`src/verilog/div_pkg.sv`:
```
package div_pkg;

    // Default operand width for the divider
    parameter int div_width = 16;

    // Iteration counter, wide enough for operands up to 32 bits
    typedef logic [5:0] count_t;

    // Controller states
    typedef enum logic [1:0] {
        st_idle    = 2'd0,   // Waiting for start
        st_load    = 2'd1,   // Operand capture
        st_iterate = 2'd2,   // Shift-subtract steps
        st_finish  = 2'd3    // Done cycle, results held
    } div_state_e;

endpackage

```
`src/verilog/div_ctrl_if.sv`:
```
`timescale 1ns/1ps

interface div_ctrl_if #(
    parameter int WIDTH = div_pkg::div_width
) ();

    import div_pkg::*;

    // Count value at which all WIDTH steps have been applied
    localparam count_t last_count = count_t'(WIDTH);

    // Strobes from the controller
    logic load;       // One-cycle operand capture
    logic step;       // High once per iteration cycle
    logic store;      // One-cycle result capture
    logic clear;      // Zero the working registers

    // Status from the datapath
    logic   count_done;
    count_t count;    // Also observed by the checker

    modport controller (
        output load,
        output step,
        output store,
        output clear,
        input  count_done
    );

    modport datapath (
        input  load,
        input  step,
        input  store,
        input  clear,
        output count_done,
        output count
    );

endinterface

```
`src/verilog/div_step_alu.sv`:
```
`timescale 1ns/1ps

// One restoring division step, purely combinational
module div_step_alu #(
    parameter int WIDTH = div_pkg::div_width
) (
    input  logic [WIDTH-1:0] acc,
    input  logic [WIDTH-1:0] quo,
    input  logic [WIDTH-1:0] divisor,
    output logic [WIDTH-1:0] acc_next,
    output logic [WIDTH-1:0] quo_next
);

    logic [WIDTH:0]   partial;   // Shifted accumulator with the bit from the quotient
    logic [WIDTH+1:0] diff;      // Trial difference, top bit is the borrow
    logic             borrow;

    // Left shift of the {acc, quo} pair, keeping the bit that leaves acc
    assign partial = {acc, quo[WIDTH-1]};

    // Trial subtraction with one guard bit
    assign diff   = {1'b0, partial} - {2'b00, divisor};
    assign borrow = diff[WIDTH+1];

    // Restore on borrow, otherwise keep the difference.
    // The kept value is always below the divisor, so WIDTH bits suffice.
    always_comb begin
        if (borrow) begin
            acc_next = partial[WIDTH-1:0];
        end else begin
            acc_next = diff[WIDTH-1:0];
        end
    end

    // New quotient bit enters at the bottom
    assign quo_next = {quo[WIDTH-2:0], ~borrow};

endmodule

```
`src/verilog/div_datapath.sv`:
```
`timescale 1ns/1ps

module div_datapath #(
    parameter int WIDTH = div_pkg::div_width
) (
    input  logic             clk,
    input  logic             rst_n,
    input  logic [WIDTH-1:0] dividend,
    input  logic [WIDTH-1:0] divisor,
    div_ctrl_if.datapath     ctrl,
    output logic [WIDTH-1:0] quotient,
    output logic [WIDTH-1:0] remainder
);

    import div_pkg::*;

    // Working registers
    logic [WIDTH-1:0] divisor_q;
    logic [WIDTH-1:0] acc_q;      // Partial remainder
    logic [WIDTH-1:0] quo_q;      // Dividend shifting out, quotient shifting in
    count_t           count_q;

    // Step results
    logic [WIDTH-1:0] acc_next;
    logic [WIDTH-1:0] quo_next;

    div_step_alu #(
        .WIDTH(WIDTH)
    ) u_step_alu (
        .acc      (acc_q),
        .quo      (quo_q),
        .divisor  (divisor_q),
        .acc_next (acc_next),
        .quo_next (quo_next)
    );

    // Divisor holds for the whole operation
    always_ff @(posedge clk or negedge rst_n) begin
        if (!rst_n) begin
            divisor_q <= '0;
        end else if (ctrl.clear) begin
            divisor_q <= '0;
        end else if (ctrl.load) begin
            divisor_q <= divisor;
        end
    end

    // Accumulator and quotient pair
    always_ff @(posedge clk or negedge rst_n) begin
        if (!rst_n) begin
            acc_q <= '0;
            quo_q <= '0;
        end else if (ctrl.clear) begin
            acc_q <= '0;
            quo_q <= '0;
        end else if (ctrl.load) begin
            acc_q <= '0;
            quo_q <= dividend;   // Dividend bits leave from the top
        end else if (ctrl.step) begin
            acc_q <= acc_next;
            quo_q <= quo_next;
        end
    end

    // Iteration counter
    always_ff @(posedge clk or negedge rst_n) begin
        if (!rst_n) begin
            count_q <= '0;
        end else if (ctrl.clear || ctrl.load) begin
            count_q <= '0;
        end else if (ctrl.step) begin
            count_q <= count_q + count_t'(1);
        end
    end

    assign ctrl.count      = count_q;
    assign ctrl.count_done = (count_q == ctrl.last_count);   // All steps applied

    // Result registers, held until the next store
    always_ff @(posedge clk or negedge rst_n) begin
        if (!rst_n) begin
            quotient  <= '0;
            remainder <= '0;
        end else if (ctrl.store) begin
            quotient  <= quo_q;
            remainder <= acc_q;
        end
    end

endmodule

```
`src/verilog/div_controller.sv`:
```
`timescale 1ns/1ps

module div_controller (
    input  logic           clk,
    input  logic           rst_n,
    input  logic           start,
    div_ctrl_if.controller ctrl,
    output logic           busy,
    output logic           done
);

    import div_pkg::*;

    div_state_e state;
    div_state_e state_next;

    always_ff @(posedge clk or negedge rst_n) begin
        if (!rst_n) begin
            state <= st_idle;
        end else begin
            state <= state_next;
        end
    end

    // Next state
    always_comb begin
        state_next = state;
        case (state)
            st_idle: begin
                if (start) begin
                    state_next = st_load;
                end
            end
            st_load: begin
                state_next = st_iterate;
            end
            st_iterate: begin
                if (ctrl.count_done) begin
                    state_next = st_finish;
                end
            end
            st_finish: begin
                // A new start may already be taken in the done cycle
                if (start) begin
                    state_next = st_load;
                end else begin
                    state_next = st_idle;
                end
            end
            default: begin
                state_next = st_idle;
            end
        endcase
    end

    // Strobes to the datapath, decoded from the state
    always_comb begin
        ctrl.load  = 1'b0;
        ctrl.step  = 1'b0;
        ctrl.store = 1'b0;
        ctrl.clear = 1'b0;
        case (state)
            st_load: begin
                ctrl.load = 1'b1;
            end
            st_iterate: begin
                ctrl.step  = !ctrl.count_done;
                // Last iterate cycle captures the result for the done cycle
                ctrl.store = ctrl.count_done;
            end
            st_finish: begin
                ctrl.clear = 1'b1;   // Working registers back to zero
            end
            default: begin
                ctrl.load = 1'b0;
            end
        endcase
    end

    // Status
    assign busy = (state == st_load) || (state == st_iterate);
    assign done = (state == st_finish);   // Exactly one cycle

endmodule

```
`src/verilog/div_top.sv`:
```
`timescale 1ns/1ps

module div_top #(
    parameter int WIDTH = div_pkg::div_width
) (
    input  logic             clk,
    input  logic             rst_n,
    input  logic             start,       // Ignored while busy
    input  logic [WIDTH-1:0] dividend,
    input  logic [WIDTH-1:0] divisor,
    output logic             busy,
    output logic             done,        // One-cycle result strobe
    output logic [WIDTH-1:0] quotient,
    output logic [WIDTH-1:0] remainder
);

    // Strobes and status between controller and datapath
    div_ctrl_if #(
        .WIDTH(WIDTH)
    ) ctrl_if ();

    div_controller u_controller (
        .clk   (clk),
        .rst_n (rst_n),
        .start (start),
        .ctrl  (ctrl_if.controller),
        .busy  (busy),
        .done  (done)
    );

    div_datapath #(
        .WIDTH(WIDTH)
    ) u_datapath (
        .clk       (clk),
        .rst_n     (rst_n),
        .dividend  (dividend),
        .divisor   (divisor),
        .ctrl      (ctrl_if.datapath),
        .quotient  (quotient),
        .remainder (remainder)
    );

endmodule

```
`config.mk`:
```
export PLATFORM = sky130hd
export DESIGN_NAME = div_top
export DESIGN_NICKNAME = d
export VERILOG_FILES = /design/src/verilog/div_pkg.sv /design/src/verilog/div_ctrl_if.sv /design/src/verilog/div_step_alu.sv /design/src/verilog/div_datapath.sv /design/src/verilog/div_controller.sv /design/src/verilog/div_top.sv
export SDC_FILE = /design/constraint.sdc
export NUM_CORES = 1
export LEC_CHECK = 0
export ABC_CLOCK_PERIOD_IN_PS = 5370
export BUFFER_PORTS_ARGS = -buffer_cell sky130_fd_sc_hd__buf_2
export CAP_MARGIN = 20
export CORE_UTILIZATION = 60
export CTS_BUF_LIST = sky130_fd_sc_hd__clkbuf_8
export DETAILED_ROUTE_END_ITERATION = 6
export PLACE_DENSITY = 0.83
export SYNTH_ARGS = -nofsm -noshare
export SYNTH_HDL_FRONTEND = slang
export SYNTH_SLANG_ARGS = --single-unit
```
`constraint.sdc`:
```
create_clock -name clk -period 5.37 [get_ports clk]
set_clock_uncertainty 0.1 [all_clocks]
set_input_delay 1.074 -clock clk [delete_from_list [all_inputs] [get_ports clk]]
set_output_delay 1.074 -clock clk [all_outputs]
set_load 0.05 [all_outputs]
```
==> reports/qor.yml <==
min_path:
  worstHoldPathCells: 2
  min_to: "u_datapath.remainder[6]"
  worstHoldStart: "u_datapath.remainder[6]"
  holdCritPathClass: "reg -> reg"
sta:
  max-slew-margin-rel: 0.497
  min_period_ps: 3010
  tns_ps: 0
  finalSetupViolCount: 0
  final_hold_viol_count: 0
  worst_pin_slew_ps: 755
  rsz0062_at_grt: "no"
  timing.fmax_mhz: 332
  report.final.slew_viol_count: 0
  fin_crit_sh: 0.561
die:
  die_h_um: 90.5
  die_w_um: 90.5
  core_area_um2: 7410
  rows: 31
  dieArea_um2: 8190
  initial_core_util: 0.635
  io_pins: 69
synth:
  ys_seq_area_frac: 0.468
  yosys.area.top_type_share: 0.468
  yosysUniqueCellTypes: 51
  avgSynthCellArea_um2: 10.0
  ys_warn_count: 0
  ys_seq_elements: 88
  syn_area_um2: 4700
  syn_nets: 528
  synth_async_sr_flop_share: 1.00
  synth_common_cells: "88 x dfrtp_1, 54 x nand2_1, 51 x nor2_1"
  synthMostInstantiatedCell: "dfrtp_1"
  synth_ff_type: "dfrtp_1"
  synthCells: 469
  synth_area_leaders: "dfrtp_1 47%, mux2_2 7.4%, ha_1 6.1%"
  netlist.top_cell.by_area: "dfrtp_1"
  synth_edf_count: 0
global_route:
  antenna_found_initial: 0
  grt_max_degree: 89
  grt_pass1_wl_mm: 16.9
  grt_use_total: 0.258
  grt_overflow: 0
  grt_pass1_vias: 3596
clocking:
  cts_setup_buffers: 0
  clock-sinks: 88
  cts_tree: "done"
  clk_latency_ps: 360
  path_clk_slew_ps: 80
  cts_resized: 0
  clockRootBuffer: "clkbuf_8"
  ctsHtreeMaxLevel: 3
  numCtsBuffers: 9
  hold_buffers: 0
  clockBufferDepth: 2
routing:
  wl_per_cell_um: 15.7
  wirelength_mm: 9.96
  drt_iter0_markers: 234
  drc_errors: 0
  ant_nets: 0
  firstDrtPassIters: 5
  vias: 3663
  avgViaCountPerCell: 5.78
final_layout:
  fin_util: 0.724
  drive_gt1_frac: 0.256
  nets: 590
  antennaDiodeCount: 0
  area_growth_pct: 14.0
outcome:
  status: "finished, final reports clean"
power:
  p_leak_nw: 2.57
  irDropWorstVdd_v: 0.000437
  finalPower_w: 0.00372
  powerDensity_nw_per_um2: 694
setup_path:
  worst_r2r_endpoint: "u_datapath.acc_q[12]"
  max_stage_delay_ps: 680
  cp_slowest_cell: "ha_1"
  reg2regPathDepth: 11
  rr_startpoint: "u_datapath.quo_q[15]"
  critical_path_class: "reg -> out"
  path_delay_family: "adder cells"
  r2r_setup_slack_ps: 2510
  path_cells: "ha_1 -> buf_2"
  end_kind: "output pin"
  cp_data_required_time_ps: 4200
  cp-start-kind: "register"
  critPathArrivalTime_ps: 1840
  critPathBufInv: 1
  crit_fanout: 18
placement:
  hpwl_mm: 6.79
  gp_congestion: 0.895
  io_buffers: 68
job:
  maxCapViolCount: 0
[how the worst max path moves through the flow]
| stage | endpoint | cells after the start | start | slack [ps] |
|---|---|---|---|---|
| 6_report | done | 2 | u_controller.state[1] | 2360 |
| 3_5_place_dp | u_datapath.acc_q[12] | 11 | u_datapath.quo_q[15] | 2560 |
| 5_1_grt | u_datapath.acc_q[12] | 11 | u_datapath.quo_q[15] | 2240 |
| 4_1_cts | done | 2 | u_controller.state[1] | 2350 |
| 3_3_place_gp | u_datapath.acc_q[12] | 11 | u_datapath.quo_q[15] | 2700 |
| 2_1_floorplan | u_datapath.acc_q[14] | 11 | u_datapath.quo_q[15] | 2840 |
[routing by layer]
| layer | up-vias | share of wire | global-route usage |
|---|---|---|---|
| met2 | 120 | 0.46 | 0.385 |
| met5 | - | 0 | 0 |
| li1 | 1752 | - | - |
| met3 | 15 | 0.049 | 0.0480 |
| met1 | 1776 | 0.47 | 0.372 |
| met4 | 0 | 0.020 | 0.106 |
[kinds of logic (layout without fill, tap and decap cells)]
| family | Yosys count | in the layout | share of synthesized area |
|---|---|---|---|
| adder cells (fa/ha/maj) | 24 | 24 | 0.0655 |
| multiplexers | 56 | 56 | 0.129 |
| XOR/XNOR | 17 | 17 | 0.0317 |
| AO/OA/AOI/OAI | 99 | 99 | 0.137 |
| AND/OR/NAND/NOR | 138 | 138 | 0.129 |
| buffers and inverters | 47 | 113 | 0.0394 |
| flip-flops | 88 | 88 | 0.468 |
[registers in the layout, indices dropped and copies added, names as in the netlist]
name and cells:
u_controller.state 2, u_datapath.acc_q 16, u_datapath.ctrl.count 6, u_datapath.divisor_q 16
u_datapath.quo_q 16, u_datapath.quotient 16, u_datapath.remainder 16
[power breakdown]
group / leakage, nW / switching (W) / internal [W]
Combinational: 1.31 / 0.00141 / 0.000787
Clock: 0.106 / 0.000239 / 0.000263
Sequential: 1.15 / 0.000149 / 0.000879
[layout by cell type (no fill, tap or decap), types with 3 or more instances in the layout]
master,netlist,layout
a21oi_2,4,4
nand2_1,54,54
a211oi_1,6,6
a31oi_1,3,3
nor2_1,51,51
a21oi_1,45,45
dfrtp_1,88,88
nor3_1,5,5
xor2_1,9,9
clkbuf_8,0,9
a21o_1,6,6
xnor2_1,8,8
buf_4,0,6
inv_1,24,24
nand4_1,3,3
nand3_1,9,9
buf_2,1,67
o211ai_1,5,5
and2_1,3,3
o21ai_0,11,11
ha_1,23,22
mux2_2,31,31
a2111oi_0,3,3
mux2i_1,24,24
[worst register-to-register path: stages, from the launching register on]
cell and delay [ps]:
dfrtp_1 380, inv_1 100, ha_1 180, inv_1 60, fa_1 410, a211oi_1 240, o21ai_0 230, a2111oi_0 500
nor3_1 130, xor2_1 160, mux2i_1 140, a21oi_1 80
[stage by stage]
step	setup slack [ps]	cell area (um2)	hold slack, ps	std cells
2_1_floorplan	2840	4700	386	469
3_3_place_gp	2700	5120	359	618
3_5_place_dp	2560	5120	387	618
4_1_cts	2350	5330	408	633
5_1_grt	2240	5360	420	634
6_report	2360	5360	398	634
[layout make-up]
| class | instances | area, um2 |
|---|---|---|
| clock buffers | 9 | 124 |
| clock inverters | 6 | 93.8 |
| fillers | 543 | 2050 |
| inverters | 24 | 90.1 |
| multi-input cells | 334 | 2320 |
| flip-flops and latches | 88 | 2200 |
| well taps | 99 | 124 |
| repair buffers | 74 | 408 |
(Power assumes the default switching activity.)
